## src/w_rot_pkg.sv

```systemverilog
package w_rot_pkg;

  // ####################################################################
  // sizes
  // ####################################################################

  localparam int word_width = 8;
  localparam int lanes      = 4;
  localparam int beat_width = word_width * lanes;

  localparam int kh_max     = 3;  // odd kernel heights only
  localparam int cin_max    = 8;
  localparam int blocks_max = 16;
  localparam int bank_depth = kh_max * cin_max;  // weight beats held per bank

  localparam int bits_addr   = $clog2(bank_depth);
  localparam int bits_kh     = $clog2(kh_max);
  localparam int bits_cin    = $clog2(cin_max);
  localparam int bits_blocks = $clog2(blocks_max);

  // ####################################################################
  // output tuser layout
  // ####################################################################

  localparam int tuser_width    = 3;
  localparam int tuser_top      = 0;
  localparam int tuser_bottom   = 1;
  localparam int tuser_cin_last = 2;

  // ####################################################################
  // beat formats
  // ####################################################################

  // every count is stored minus one
  typedef struct packed {
    logic [beat_width-bits_blocks-bits_cin-bits_kh-1:0] pad;
    logic [bits_blocks-1:0]                             blocks_1;
    logic [bits_cin-1:0]                                cin_1;
    logic [bits_kh-1:0]                                 kh_1;
  } w_cfg_t;

  // first beat of a packet is read as cfg, the rest as weight words
  typedef union packed {
    w_cfg_t                             cfg;
    logic [lanes-1:0][word_width-1:0]   words;
  } w_beat_t;

endpackage

```

## src/w_bank_ram.sv

```systemverilog
`timescale 1ns/1ps

module w_bank_ram import w_rot_pkg::*; (
  input  logic                  aclk,
  input  logic                  wr_en,
  input  logic [bits_addr:0]    wr_addr,
  input  logic [beat_width-1:0] wr_data,
  input  logic                  rd_en,
  input  logic [bits_addr:0]    rd_addr,
  output logic [beat_width-1:0] rd_data
);

  // the top address bit picks the bank
  logic [beat_width-1:0] mem [0:1][0:bank_depth-1];

  always_ff @(posedge aclk) begin
    if (wr_en) begin
      mem[wr_addr[bits_addr]][wr_addr[bits_addr-1:0]] <= wr_data;
    end
  end

  always_ff @(posedge aclk) begin
    if (rd_en) begin
      rd_data <= mem[rd_addr[bits_addr]][rd_addr[bits_addr-1:0]];  // one cycle read
    end
  end

endmodule

```

## src/w_rot_ctrl.sv

```systemverilog
`timescale 1ns/1ps

module w_rot_ctrl import w_rot_pkg::*; (
  input  logic   aclk,
  input  logic   reset,
  input  logic   wr_done,
  input  w_cfg_t wr_cfg,
  output logic   wr_bank,
  output logic   wr_allow,
  input  logic   rd_done,
  output logic   rd_start,
  output logic   rd_bank,
  output w_cfg_t rd_cfg
);

  logic [1:0] full;
  logic [1:0] full_nx;
  w_cfg_t     cfg_q [2];
  logic       wr_ptr;
  logic       rd_ptr;
  logic       rd_ptr_nx;
  logic       rd_active;
  logic       act_nx;
  logic       start_nx;

  // ####################################################################
  // next state of the bank flags
  // ####################################################################

  // both done pulses never hit the same bank in one cycle
  always_comb begin
    full_nx = full;
    if (wr_done) full_nx[wr_ptr] = 1'b1;
    if (rd_done) full_nx[rd_ptr] = 1'b0;
  end

  assign rd_ptr_nx = rd_done ? ~rd_ptr : rd_ptr;
  assign act_nx    = rd_active & ~rd_done;
  assign start_nx  = ~act_nx & full_nx[rd_ptr_nx];  // next bank already loaded and reader idle

  always_ff @(posedge aclk) begin
    if (reset) begin
      full      <= '0;
      wr_ptr    <= 1'b0;
      rd_ptr    <= 1'b0;
      rd_active <= 1'b0;
      rd_start  <= 1'b0;
    end else begin
      full      <= full_nx;
      rd_ptr    <= rd_ptr_nx;
      rd_active <= act_nx | start_nx;
      rd_start  <= start_nx;
      if (wr_done) wr_ptr <= ~wr_ptr;
    end
  end

  always_ff @(posedge aclk) begin
    if (wr_done) cfg_q[wr_ptr] <= wr_cfg;  // cfg travels with its bank
  end

  assign wr_bank  = wr_ptr;
  assign wr_allow = ~full[wr_ptr];
  assign rd_bank  = rd_ptr;
  assign rd_cfg   = cfg_q[rd_ptr];  // steady until rd_done moves the pointer

endmodule

```

## src/w_write_path.sv

```systemverilog
`timescale 1ns/1ps

module w_write_path import w_rot_pkg::*; (
  input  logic                  aclk,
  input  logic                  reset,
  input  logic                  s_axis_tvalid,
  output logic                  s_axis_tready,
  input  logic [beat_width-1:0] s_axis_tdata,
  input  logic                  s_axis_tlast,
  input  logic                  wr_allow,
  input  logic                  wr_bank,
  output logic                  wr_en,
  output logic [bits_addr:0]    wr_addr,
  output logic [beat_width-1:0] wr_data,
  output logic                  wr_done,
  output w_cfg_t                wr_cfg
);

  w_beat_t              beat;
  logic                 cfg_phase;  // next beat is a configuration word
  logic                 fire;
  logic [bits_addr-1:0] addr;

  assign s_axis_tready = wr_allow;
  assign fire          = s_axis_tvalid & wr_allow;
  assign beat          = s_axis_tdata;

  // ####################################################################
  // packet tracking
  // ####################################################################

  always_ff @(posedge aclk) begin
    if (reset) begin
      cfg_phase <= 1'b1;
      addr      <= '0;
    end else if (fire) begin
      cfg_phase <= s_axis_tlast;  // a new packet starts after every tlast
      if (cfg_phase || s_axis_tlast) begin
        addr <= '0;
      end else begin
        addr <= addr + 1'b1;
      end
    end
  end

  always_ff @(posedge aclk) begin
    if (fire && cfg_phase) wr_cfg <= beat.cfg;
  end

  // ####################################################################
  // RAM write
  // ####################################################################

  assign wr_en   = fire & ~cfg_phase;
  assign wr_addr = {wr_bank, addr};
  assign wr_data = beat.words;
  assign wr_done = wr_en & s_axis_tlast;  // same cycle as the last weight beat

endmodule

```

## src/w_read_path.sv

```systemverilog
`timescale 1ns/1ps

module w_read_path import w_rot_pkg::*; (
  input  logic                   aclk,
  input  logic                   reset,
  input  logic                   rd_start,
  input  logic                   rd_bank,
  input  w_cfg_t                 rd_cfg,
  output logic                   rd_done,
  output logic                   rd_en,
  output logic [bits_addr:0]     rd_addr,
  input  logic [beat_width-1:0]  rd_data,
  output logic                   m_axis_tvalid,
  input  logic                   m_axis_tready,
  output logic [beat_width-1:0]  m_axis_tdata,
  output logic [tuser_width-1:0] m_axis_tuser,
  output logic                   m_axis_tlast
);

  logic                   iss_act;
  logic [bits_blocks-1:0] pass;
  logic [bits_kh-1:0]     kh;
  logic [bits_cin-1:0]    cin;
  logic [bits_addr-1:0]   offset;
  logic                   row_end;
  logic                   pass_end;
  logic                   iss_last;
  logic [tuser_width-1:0] iss_user;
  logic                   pend;  // RAM read in flight
  logic [tuser_width-1:0] pend_user;
  logic                   pend_last;
  logic [1:0]             cnt;
  logic [1:0]             used;
  logic                   wptr;
  logic                   rptr;
  logic                   pop;
  logic [beat_width-1:0]  buf_data [2];
  logic [tuser_width-1:0] buf_user [2];
  logic                   buf_last [2];

  // ####################################################################
  // address issue
  // ####################################################################

  assign pop   = m_axis_tvalid & m_axis_tready;
  assign used  = cnt + {1'b0, pend} - {1'b0, pop};
  assign rd_en = (iss_act | rd_start) & (used < 2'd2);  // starts in the rd_start cycle itself

  assign row_end  = cin == rd_cfg.cin_1;
  assign pass_end = row_end & (kh == rd_cfg.kh_1);
  assign iss_last = pass_end & (pass == rd_cfg.blocks_1);
  assign rd_addr  = {rd_bank, offset};

  always_comb begin
    iss_user                 = '0;
    iss_user[tuser_top]      = pass == '0;
    iss_user[tuser_bottom]   = pass == rd_cfg.blocks_1;
    iss_user[tuser_cin_last] = row_end;
  end

  // counters wrap to zero on the final issue, ready for the next packet
  always_ff @(posedge aclk) begin
    if (reset) begin
      iss_act <= 1'b0;
      pass    <= '0;
      kh      <= '0;
      cin     <= '0;
      offset  <= '0;
    end else begin
      if (rd_start) iss_act <= 1'b1;
      if (rd_en) begin
        cin    <= row_end ? '0 : cin + 1'b1;
        offset <= pass_end ? '0 : offset + 1'b1;
        if (row_end) kh <= pass_end ? '0 : kh + 1'b1;
        if (pass_end) pass <= iss_last ? '0 : pass + 1'b1;
        if (iss_last) iss_act <= 1'b0;
      end
    end
  end

  // ####################################################################
  // flags alongside the RAM latency, then the two-entry buffer
  // ####################################################################

  always_ff @(posedge aclk) begin
    if (reset) begin
      pend <= 1'b0;
      cnt  <= '0;
      wptr <= 1'b0;
      rptr <= 1'b0;
    end else begin
      pend <= rd_en;
      cnt  <= used;  // room was reserved at issue so this never overflows
      if (pend) wptr <= ~wptr;
      if (pop) rptr <= ~rptr;
    end
  end

  always_ff @(posedge aclk) begin
    if (rd_en) begin
      pend_user <= iss_user;
      pend_last <= iss_last;
    end
    if (pend) begin
      buf_data[wptr] <= rd_data;
      buf_user[wptr] <= pend_user;
      buf_last[wptr] <= pend_last;
    end
  end

  assign m_axis_tvalid = cnt != '0;
  assign m_axis_tdata  = buf_data[rptr];
  assign m_axis_tuser  = buf_user[rptr];
  assign m_axis_tlast  = m_axis_tvalid & buf_last[rptr];
  assign rd_done       = pop & m_axis_tlast;

endmodule

```

## src/weight_rotator.sv

```systemverilog
`timescale 1ns/1ps

module weight_rotator import w_rot_pkg::*; (
  input  logic                   aclk,
  input  logic                   reset,
  input  logic                   s_axis_tvalid,
  output logic                   s_axis_tready,
  input  logic [beat_width-1:0]  s_axis_tdata,
  input  logic                   s_axis_tlast,
  output logic                   m_axis_tvalid,
  input  logic                   m_axis_tready,
  output logic [beat_width-1:0]  m_axis_tdata,
  output logic [tuser_width-1:0] m_axis_tuser,
  output logic                   m_axis_tlast
);

  logic                  wr_allow;
  logic                  wr_bank;
  logic                  wr_en;
  logic [bits_addr:0]    wr_addr;
  logic [beat_width-1:0] wr_data;
  logic                  wr_done;
  w_cfg_t                wr_cfg;
  logic                  rd_start;
  logic                  rd_bank;
  w_cfg_t                rd_cfg;
  logic                  rd_done;
  logic                  rd_en;
  logic [bits_addr:0]    rd_addr;
  logic [beat_width-1:0] rd_data;

  w_rot_ctrl ctrl0 (
    .aclk, .reset, .wr_done, .wr_cfg, .wr_bank, .wr_allow,
    .rd_done, .rd_start, .rd_bank, .rd_cfg
  );

  w_write_path wpath0 (
    .aclk, .reset, .s_axis_tvalid, .s_axis_tready, .s_axis_tdata, .s_axis_tlast,
    .wr_allow, .wr_bank, .wr_en, .wr_addr, .wr_data, .wr_done, .wr_cfg
  );

  w_bank_ram ram0 (
    .aclk, .wr_en, .wr_addr, .wr_data, .rd_en, .rd_addr, .rd_data
  );

  w_read_path rpath0 (
    .aclk, .reset, .rd_start, .rd_bank, .rd_cfg, .rd_done, .rd_en, .rd_addr, .rd_data,
    .m_axis_tvalid, .m_axis_tready, .m_axis_tdata, .m_axis_tuser, .m_axis_tlast
  );

endmodule

```

## config.mk

```make
export PLATFORM = sky130hd
export DESIGN_NAME = weight_rotator
export DESIGN_NICKNAME = d
export VERILOG_FILES = /design/src/w_rot_pkg.sv /design/src/w_bank_ram.sv /design/src/w_rot_ctrl.sv /design/src/w_write_path.sv /design/src/w_read_path.sv /design/src/weight_rotator.sv
export SDC_FILE = /design/constraint.sdc
export NUM_CORES = 1
export LEC_CHECK = 0
export BUFFER_PORTS_ARGS = -buffer_cell sky130_fd_sc_hd__buf_4
export CORE_MARGIN = 5
export CORE_UTILIZATION = 45
export CTS_CLUSTER_DIAMETER = 80
export DETAILED_ROUTE_END_ITERATION = 8
export GPL_ROUTABILITY_DRIVEN = 0
export SLEW_MARGIN = 20
export SYNTH_ARGS = -nofsm -noshare
export SYNTH_HDL_FRONTEND = slang
export SYNTH_SLANG_ARGS = --single-unit
export TNS_END_PERCENT = 30
```

## constraint.sdc

```tcl
create_clock -name aclk -period 5.2 [get_ports aclk]
set_input_delay 1.04 -clock aclk [delete_from_list [all_inputs] [get_ports aclk]]
set_output_delay 1.04 -clock aclk [all_outputs]
set_load 0.02 [all_outputs]
```

; ---- Word level (Yosys, flattened, before mapping)
; Memory sizes are Yosys's and may differ from the RTL's. A register that Yosys moved wholly into a read port is not among the register bits.
; Index checks and enable logic that the tools add are counted.
[word_totals]
reg_bits = 100
ram_bits = 1672
inputBits = 37
out_inout_bits = 38
wordCells = 120
n_memories = 5
[classes]
add_sub_neg = 7
order_cmp = 9
n_eq_ne = 3
mux = 38
n_bitwise = 26
reduce_logical = 9
[mem_list]
columns = name, depth, word_bits, read_ports, rd_clocked_by_memory_dff, write_ports, line
row1 = ram0.mem, 2, 768, 1, 1, 1, w_bank_ram.sv:14  ; logic [beat_width-1:0] mem [0:1][0:bank_depth-1];
row2 = ctrl0.cfg_q, 2, 32, 1, 1, 1, w_rot_ctrl.sv:18  ; w_cfg_t cfg_q [2];
row3 = rpath0.buf_data, 2, 32, 1, 1, 1, w_read_path.sv:37  ; logic [beat_width-1:0] buf_data [2];
row4 = rpath0.buf_user, 2, 3, 1, 1, 1, w_read_path.sv:38  ; logic [tuser_width-1:0] buf_user [2];
row5 = rpath0.buf_last, 2, 1, 1, 1, 1, w_read_path.sv:39  ; logic buf_last [2];
[ops]
columns = op, count
row1 = $mux 768, 1
row2 = $bmux 32 s5, 1
row3 = $demux 32 s5, 1
row4 = $mux 32, 3
row5 = $mux 1, 23
row6 = $ge 6x6->1 const B, 2
row7 = $not 5->6, 2
row8 = $and 1x1->1, 11
row9 = $add 5x1->5 const B, 2
row10 = $mux 5, 2
row11 = $not 1->1, 8
row12 = $lt 1x2->1 const B, 3
row13 = $lt 6x1->1 const B, 1
row14 = $mux 2, 3
row15 = $add 4x1->4 const B, 1
row16 = $eq 4x4->1, 1
row17 = $logic_and 1x1->1, 4
row18 = $logic_not 4->1, 1
row19 = $mux 4, 1
row20 = $reduce_and 2->1, 2
row21 = $add 3x1->3 const B, 1
row22 = $eq 3x3->1, 1
row23 = $mux 3, 1
row24 = $add 2x1->2, 1
row25 = 12 further kinds, 15

; ---- Logic depth before layout (Yosys ltp)
; Gate-level depths: netlist of run 1.
[logic_depth]
word_depth = 13
depth_mapped = 11
depth_no_buf = 11

; ---- Hierarchy
; From an unflattened synthesis of run 1, not the netlist that was laid out.
[hier_totals]
hier_cells = 2925
hier_area_um2 = 67091.8
[by_module_without_submodules]
columns = mod, instances, cells_each, area_per_inst_um2, seq_area_each_um2
row1 = w_bank_ram, 1, 2437, 59102.9, 47085.2
row2 = w_read_path, 1, 259, 3883.7, 2702.6
row3 = w_rot_ctrl, 1, 131, 2613.8, 2042.0
row4 = w_write_path, 1, 98, 1491.4, 1081.0

; ---- Worst setup path before layout of run 1
; OpenSTA, ideal clock, no wires.
[synth_path]
path_kind = register -> register
from = register ctrl0.wr_ptr (netlist: ctrl0.wr_bank)
to = memory ram0.mem[0][256] (netlist name), enable pin
setup_ns = 0.461
arrival_ns = 4.104
required_time_ns = 4.739
slack_ns = 0.635
path_stages_with_launch = 8
path_cell_list = dfxtp_1 -> clkbuf_1 -> mux2i_1 -> and2_1 -> clkbuf_1 -> nand2_1 -> or2_2 -> nor3_1
[synth_via]
elab_chain_len = 7
[synth_rtl]
columns = element, line
row1 = "start, declared", w_rot_ctrl.sv:19  ; logic wr_ptr;
row2 = "start signal, assigned", w_rot_ctrl.sv:53  ; if (wr_done) wr_ptr <= ~wr_ptr;
row3 = $mux 1 (not written as such) (2 in a row), w_rot_ctrl.sv:62  ; assign wr_allow = ~full[wr_ptr];
row4 = $not 1->1, w_rot_ctrl.sv:62
row5 = named net s_axis_tready, weight_rotator.sv:7  ; output logic s_axis_tready,
row6 = $and 1x1->1, w_write_path.sv:25  ; assign fire = s_axis_tvalid & wr_allow;
row7 = $and 1x1->1, w_write_path.sv:54  ; assign wr_en = fire & ~cfg_phase;
row8 = $mux 1, w_bank_ram.sv:17  ; if (wr_en) begin
row9 = $mux 768 (not written as such), w_bank_ram.sv:18  ; mem[wr_addr[bits_addr]][wr_addr[bits_addr-1:0]] <= wr_data;
row10 = "end, declared", w_bank_ram.sv:14
; The timed path passes the listed nets, and every way through them passes these cells. The select of a mux whose other input is x is not followed.

; ---- Worst setup path in the final report of run 1
[layout_path]
from = register rpath0.offset[0]
to = register ram0.rd_data[8] (data pin)
[layout_via]
elab_chain_len = 4
[layout_rtl]
columns = element, line
row1 = "start, declared", w_read_path.sv:24  ; logic [bits_addr-1:0] offset;
row2 = "start signal, assigned", w_read_path.sv:73  ; offset <= pass_end ? '0 : offset + 1'b1;
row3 = $not 5->6 (not written as such), w_bank_ram.sv:24  ; rd_data <= mem[rd_addr[bits_addr]][rd_addr[bits_addr-1:0]];
row4 = $bmux 32 s5, w_bank_ram.sv:24
row5 = $mux 32 (not written as such) (2 in a row), w_bank_ram.sv:24
row6 = "end signal, assigned", w_bank_ram.sv:24
row7 = "end, declared", w_bank_ram.sv:10  ; output logic [beat_width-1:0] rd_data
; Every way passes these cells. The select of a mux whose other input is x is not followed.
; A chain may end at the register's enable or synchronous reset.

==> results.toml, run 1 <==
[status]
outcome = "finished clean"

[clock_tree]
clock_sinks = 1704
clock_path_buffers = 3
htreeDepth = 4
cts_tree = "yes"
cts_root_buf = "clkbuf_16"
post_cts_buffers = 0
cts_resized = 0
cts_hold_buf = 0
cts_buffers = 176
clkSlewWorstSetupHoldPaths_ns = 0.06
clk_latency_ns = 0.82

[sta]
slew_viol_final = 0
slew_headroom_pct = 28.07
fin_tns_setup_ns = 0
finalSetupViolCount = 0
fin_crit_sh_pct = 73.08
finalClockSkew_ns = 0.05222
finalHoldViolations = 0
timing.fmax_ghz = 0.2632
min_period_ns = 3.800
tightest_slew_ns = 1.076
whs_ns = 0.4479
rsz0062_at_grt = "no"

[floorplan]
die_area_um2 = 153500
pin_count = 75
rows = 140
die_h_um = 391.8
design.core.area_um2 = 145200
dieWidth_um = 391.8
start_util_pct = 45.17

[synthesis]
yosys.area.top_type_share_pct = 76.50
synthDistinctLibCells = 51
synth_seq_cells = 1704
synth-edff-count = 1671
synth_compound_area_share_pct = 3.928
syn_inst = 3087
ys_seq_area_share_pct = 77.51
synth_xor_area_share_pct = 0.2613
syn_area_um2 = 65590
synth_top_area_cell = "edfxtp_1"
avgSynthCellArea_um2 = 21.25
synth-adder-area-share_pct = 0.1907
yosys_warnings = 0
syn-num-nets = 3134
synth_simple_gate_area_share_pct = 1.928
synth-main-ff-cell = "edfxtp_1"
synthMuxAreaShare_pct = 14.76
synth_top_family_by_area = "multiplexers"
ys_async_sr_fraction_pct = 0
yosys-top-cells-area = "edfxtp_1 (76%), mux4_2 (9.9%), mux2i_1 (2.6%), mux2_2 (2.3%), a211oi_1 (1.1%)"

[global_routing]
antenna_found_initial = 10
grt_pass1_wl_um = 235700
grt_max_degree = 132
grt-ovfl-total = 0
grt_pass1_vias = 32410
grt_usage_pct = 21.56

[worst_hold_path]
holdPathEnd = "rpath0.buf_data[0][3]"
hold_class = "flip-flop to flip-flop"
min_delay_path_depth = 0
min-delay-start = "ram0.rd_data[3]"

[job]
drv_cap = 0

[place]
hpwl_um = 99530
dp.cells = 5013
portBuffers = 74

[routing]
dr.pass1.iters = 6
wl_per_cell_um = 30.81
via_per_inst = 5.947
postRouteAntennaNets = 0
routed_wl_um = 164700
drc = 0
vias = 31790
initialDrtViolationCount = 3594

[pwr]
irDropWorstVdd_v = 0.0002486
cellLeakagePower_uw = 0.02244
power_density_nw_per_um2 = 399.6
power_uw = 29890

[critical_path]
timing.rr.end = "ram0.rd_data[8]"
reg2reg_from = "rpath0.offset[0]"
worstSetupPathType = "flip-flop to flip-flop"
crit_start = "rpath0.offset[0]"
cp-end-kind = "flip-flop"
critPathLaunchType = "flip-flop"
arrival_ns = 4.34
reg2reg_slack_ns = 1.40
crit_fanout = 64
cp.required_ns = 5.74
worst_r2r_path_depth = 6

[finish]
finalNetCount = 3324
stdcell_count = 5345
area_growth_pct = 14.01
drive_above_1_share_pct = 28.13
final_common_cell = "edfxtp_1"
mostFrequentLayoutCells = "edfxtp_1 (1671), mux4_2 (288), clkbuf_16 (179)"
==> power by group <==
group	internal, uW	leakage [uW]	total (uW)	switching, uW
Combinational	1070	0.00446	2530	1460
Sequential	15200	0.0153	15300	119
Clock	6810	0.00269	12100	5250
Total	23100	0.0224	29900	6820
==> cells by family after synthesis <==
logic type / count (synthesis)
flip-flops: 1704
multiplexers: 591
AO/OA/AOI/OAI: 321
AND/OR/NAND/NOR: 252
buffers and inverters: 191
XOR/XNOR: 18
adder cells (fa/ha/maj): 10
==> sequential cells by signal, summed over array words and instances, names as in the netlist, 2 cells and up, named ones only <==
register / flops
rpath0.kh: 2
rpath0.buf_data: 64
ram0.rd_data: 32
ram0.mem: 1536
ctrl0.full: 2
rpath0.cnt: 2
rpath0.buf_user: 6
rpath0.cin: 3
rpath0.offset: 5
rpath0.buf_last: 2
wpath0.wr_cfg: 9
ctrl0.cfg_q: 18
rpath0.pass: 4
rpath0.pend_user: 3
wpath0.addr: 5
==> critical path, stage by stage, from the launching register on <==
cell and delay, ns:
dfxtp_4 0.65, buf_4 0.86, nor2b_2 0.67, buf_12 0.29, a22oi_1 0.15, a21oi_1 0.73
o41ai_2 0.12
==> how the worst max path moves through the flow <==
stage | cells after the start | end | slack (ns)
after floorplan | 7 | ram0.mem[0][256] | 0.63
after global placement | 5 | ram0.mem[1][111] | 1.34
after detailed placement | 6 | ram0.rd_data[8] | 1.30
after CTS | 6 | ram0.rd_data[8] | 1.26
after global routing | 6 | ram0.rd_data[8] | 1.22
final | 6 | ram0.rd_data[8] | 1.40
==> synth_stat cells, types with 6 or more instances <==
| cell | instances |
|---|---|
| mux2i_1 | 171 |
| a2111oi_2 | 10 |
| a211oi_1 | 97 |
| buf_2 | 42 |
| edfxtp_1 | 1671 |
| nor2_1 | 77 |
| nand4_1 | 7 |
| clkbuf_1 | 90 |
| mux4_2 | 288 |
| ha_1 | 10 |
| dfxtp_1 | 33 |
| xnor2_1 | 9 |
| inv_1 | 13 |
| buf_6 | 9 |
| buf_4 | 14 |
| nor3b_1 | 6 |
| a22oi_1 | 64 |
| nor2b_1 | 70 |
| o22ai_1 | 34 |
| a21oi_1 | 43 |
| o21ai_0 | 8 |
| nand2_1 | 53 |
| o41ai_2 | 24 |
| buf_1 | 20 |
| nand2b_1 | 6 |
| xor2_1 | 8 |
| nor3_1 | 8 |
| o41ai_1 | 8 |
| a2111oi_0 | 22 |
| mux2_2 | 132 |
==> routing by layer <==
layer	wire, um	GRT usage [%]
met5	27	0
met1	66530	29.84
met3	14340	5.045
met2	78710	34.21
met4	5056	7.016
==> per-stage QoR <==
| step | setup WS (ns) | utilization (%) | instance area, um^2 |
|---|---|---|---|
| 2_1_floorplan | 0.6348 | - | 65590 |
| 3_3_place_gp | 1.340 | 47.53 | 69010 |
| 3_5_place_dp | 1.298 | 47.62 | 69160 |
| 4_1_cts | 1.265 | 51.43 | 74690 |
| 5_1_grt | 1.222 | 51.49 | 74770 |
| 6_report | 1.400 | 51.50 | 74780 |
==> area by class of cell <==
type / count / area [um^2]
multi-input cells: 1192 / 14270
clock inverters: 100 / 887.1
clock buffers: 224 / 4648
diodes: 5 / 12.51
flip-flops and latches: 1704 / 50860
fillers: 11210 / 70430
well taps: 1917 / 2399
repair buffers: 190 / 1657
inverters: 13 / 48.80
Note: power is estimated with default switching activity, not from simulation.
==> run 2, diff against run 1 <==
--- a/config.mk
+++ b/config.mk
@@ -5,6 +5,7 @@
 export SDC_FILE = /design/constraint.sdc
 export NUM_CORES = 1
 export LEC_CHECK = 0
+export ABC_AREA = 1
 export BUFFER_PORTS_ARGS = -buffer_cell sky130_fd_sc_hd__buf_4
 export CORE_MARGIN = 5
 export CORE_UTILIZATION = 45
==> constraint.sdc (replaced) <==
create_clock -name aclk -period 3.1 [get_ports aclk]
set_input_delay 0.62 -clock aclk [delete_from_list [all_inputs] [get_ports aclk]]
set_output_delay 0.62 -clock aclk [all_outputs]
set_load 0.02 [all_outputs]
==> run 2 against run 1 <==
  * Area after synthesis increased by 4.2%
  * Critical path type is now flip-flop to output port
  * Largest cell class unchanged
  * Largest power group unchanged
  * Sequential cell count unchanged
  * Die area increased by 4.1%
  * First-iteration DRC count increased by 35%
  * Sequential power increased by 71%
==> results.toml, run 2 <==
[sta]
min_period_ns = 2.808
finalHoldViolations = 0
slew_viol_final = 0
rsz0062_at_grt = "no"
fin_crit_sh_pct = 90.58
slew_headroom_pct = 43.10
timing.fmax_ghz = 0.3561
whs_ns = 0.1241
finalSetupViolCount = 0
finalClockSkew_ns = 0.02901
tightest_slew_ns = 0.8483

[global_routing]
busiest_layer = "met2"
grt_pass1_vias = 41440
grt_max_degree = 127
met1_usage_pct = 33.23
grt_pass1_wl_um = 275000
grt-ovfl-total = 0
grtUsageMet3_pct = 3.273
antenna_found_initial = 1
grt_usage_pct = 23.09
met2_usage_pct = 36.29

[synthesis]
syn_inst = 5556
ys_seq_area_share_pct = 74.36
synth-main-ff-cell = "edfxtp_1"
synth-edff-count = 1671
yosys_warnings = 0
syn-num-nets = 5603
yosys.area.top_type_share_pct = 73.39
avgSynthCellArea_um2 = 12.31
synth_top_area_cell = "edfxtp_1"
post-synth-top-count-cell = "edfxtp_1"
yosys-top-cells-area = "edfxtp_1 (73%), nand2_1 (8.7%), nand3_1 (7.0%), nor2_1 (2.3%), o21ai_0 (1.7%)"
syn_area_um2 = 68370
synthDistinctLibCells = 33
synth_seq_cells = 1704
ys_top_cells_by_count = "edfxtp_1 (1671), nand2_1 (1582), nand3_1 (954), nor2_1 (425), o21ai_0 (237)"
ys_async_sr_fraction_pct = 0

[finish]
finalNetCount = 5702
multi_input_area_um2 = 15500
ff_latch_area_um2 = 50860
final_common_cell = "edfxtp_1"
area_growth_pct = 12.96
drive_above_1_share_pct = 9.962
largest_reg_flops = 1536
stdcell_count = 7832
final_util_pct = 50.96
antennaDiodeCount = 0
mostFrequentLayoutCells = "edfxtp_1 (1671), nand2_1 (1582), nand3_1 (954)"
final_area_um2 = 77230
fillers = 13030

[pwr]
cellLeakagePower_uw = 0.02685
irDropWorstVdd_v = 0.0005736
power_density_nw_per_um2 = 744.2

[clock_tree]
clock_sinks = 1704
cts_tree = "yes"
clk_latency_ns = 0.80
cts_root_buf = "clkbuf_16"
cts_hold_buf = 0
post_cts_buffers = 0
cts_resized = 0
clkSlewWorstSetupHoldPaths_ns = 0.06
htreeDepth = 4
clock_path_buffers = 3
cts_buffers = 176

[critical_path]
crit_fanout = 8
arrival_ns = 2.19
critPathLaunchType = "flip-flop"
worst_r2r_path_depth = 10
timing.rr.end = "ram0.rd_data[19]"
cp-end-kind = "output port"
slowest_delay_ns = 0.33
cp.required_ns = 2.48
worstSetupPathType = "flip-flop to output port"
crit_slowest_cell = "dfxtp_1"
reg2reg_slack_ns = 0.41
reg2reg_from = "ctrl0.rd_bank"
path_cells = "clkinv_1 > buf_4 > nand2_1 > nand2_1 > buf_4"

[worst_hold_path]
holdPathEnd = "wpath0.cfg_phase"
min_delay_path_depth = 3
hold_class = "input port to flip-flop"
min-delay-start = "s_axis_tlast"

[routing]
drc = 0
via_per_inst = 5.575
postRouteAntennaNets = 0
wl_per_cell_um = 23.76
vias = 43670
routed_wl_um = 186100
dr.pass1.iters = 6
initialDrtViolationCount = 4837

[status]
outcome = "finished clean"

[place]
place_area_um2 = 71790
dp.cells = 7507
portBuffers = 74
hpwl_um = 105300

[floorplan]
pin_count = 75
die_h_um = 399.8
start_util_pct = 45.12
design.core.area_um2 = 151500
die_area_um2 = 159800
rows = 143
dieWidth_um = 399.8

[job]
drv_cap = 0
[run 2: changes by cell type after synthesis, sizes merged, moves of 35 or more]
| cell | previous run | this run |
|---|---|---|
| nor3 | 8 | 44 |
| a211oi | 97 | 2 |
| nand2 | 53 | 1584 |
| nor2 | 77 | 427 |
| nor2b | 70 | 0 |
| nand3 | 4 | 957 |
| buf | 88 | 229 |
| o21ai | 8 | 260 |
| mux2 | 132 | 0 |
| mux2i | 171 | 0 |
| a22oi | 64 | 0 |
| mux4 | 288 | 0 |
| inv | 13 | 48 |
| o211ai | 3 | 129 |
[run 2: kinds of logic (layout without fill, tap and decap cells)]
kind of cell	count (synthesis)	after routing	share of synthesized area [%]
buffers and inverters	403	649	3.378
flip-flops	1704	1704	74.36
AO/OA/AOI/OAI	412	412	3.499
adder cells (fa/ha/maj)	10	10	0.1830
AND/OR/NAND/NOR	3021	3021	18.51
XOR/XNOR	6	6	0.07686
[run 2: critical path, delay by kind of cell, from the launching register on]
family	cells	cell delay, ns
DFF	1	0.33
buffers and inverters	3	0.83
and+or+nand+nor	2	0.22
[run 2: through the flow]
| stage | setup TNS [ns] | power [uW] | setup slack [ns] |
|---|---|---|---|
| global placement | 0 | 37930 | 0.3429 |
| floorplan | -865.59 | 33740 | -0.7392 |
| detailed placement | 0 | 38010 | 0.3215 |
| global route | 0 | 59940 | 0.1777 |
| CTS | 0 | 57870 | 0.2298 |
| finish | 0 | 57470 | 0.2922 |
[run 2: layer usage]
layer,share of wire [%],wire (um),up-vias
li1,-,-,19970
met1,43,79620,21590
met2,47,86760,1773
met3,7.2,13370,328
met4,3.4,6356,0
met5,0,0,-
[run 2: how the worst max path moves through the flow]
stage / from / to
2_1_floorplan: s_axis_tvalid / ram0.mem[0][100]
3_3_place_gp: s_axis_tvalid / ram0.mem[1][166]
3_5_place_dp: s_axis_tvalid / ram0.mem[1][683]
4_1_cts: flip-flop / m_axis_tdata[19]
5_1_grt: flip-flop / m_axis_tdata[26]
6_report: flip-flop / m_axis_tdata[19]
[run 2: layout make-up]
| type | count | share of cell area [%] |
|---|---|---|
| Sequential cell | 1704 | 65.85 |
| Multi-Input combinational cell | 3449 | 20.07 |
| Clock buffer | 225 | 6.103 |
| Timing Repair Buffer | 272 | 3.438 |
| Tap cell | 2030 | 3.289 |
| Clock inverter | 100 | 0.9364 |
| Inverter | 52 | 0.3094 |
[run 2: report_power, final]
group,internal [uW],switching [uW],total (uW)
logic,3280,8100,11400
clock network,11300,8650,20000
registers,25800,280,26100
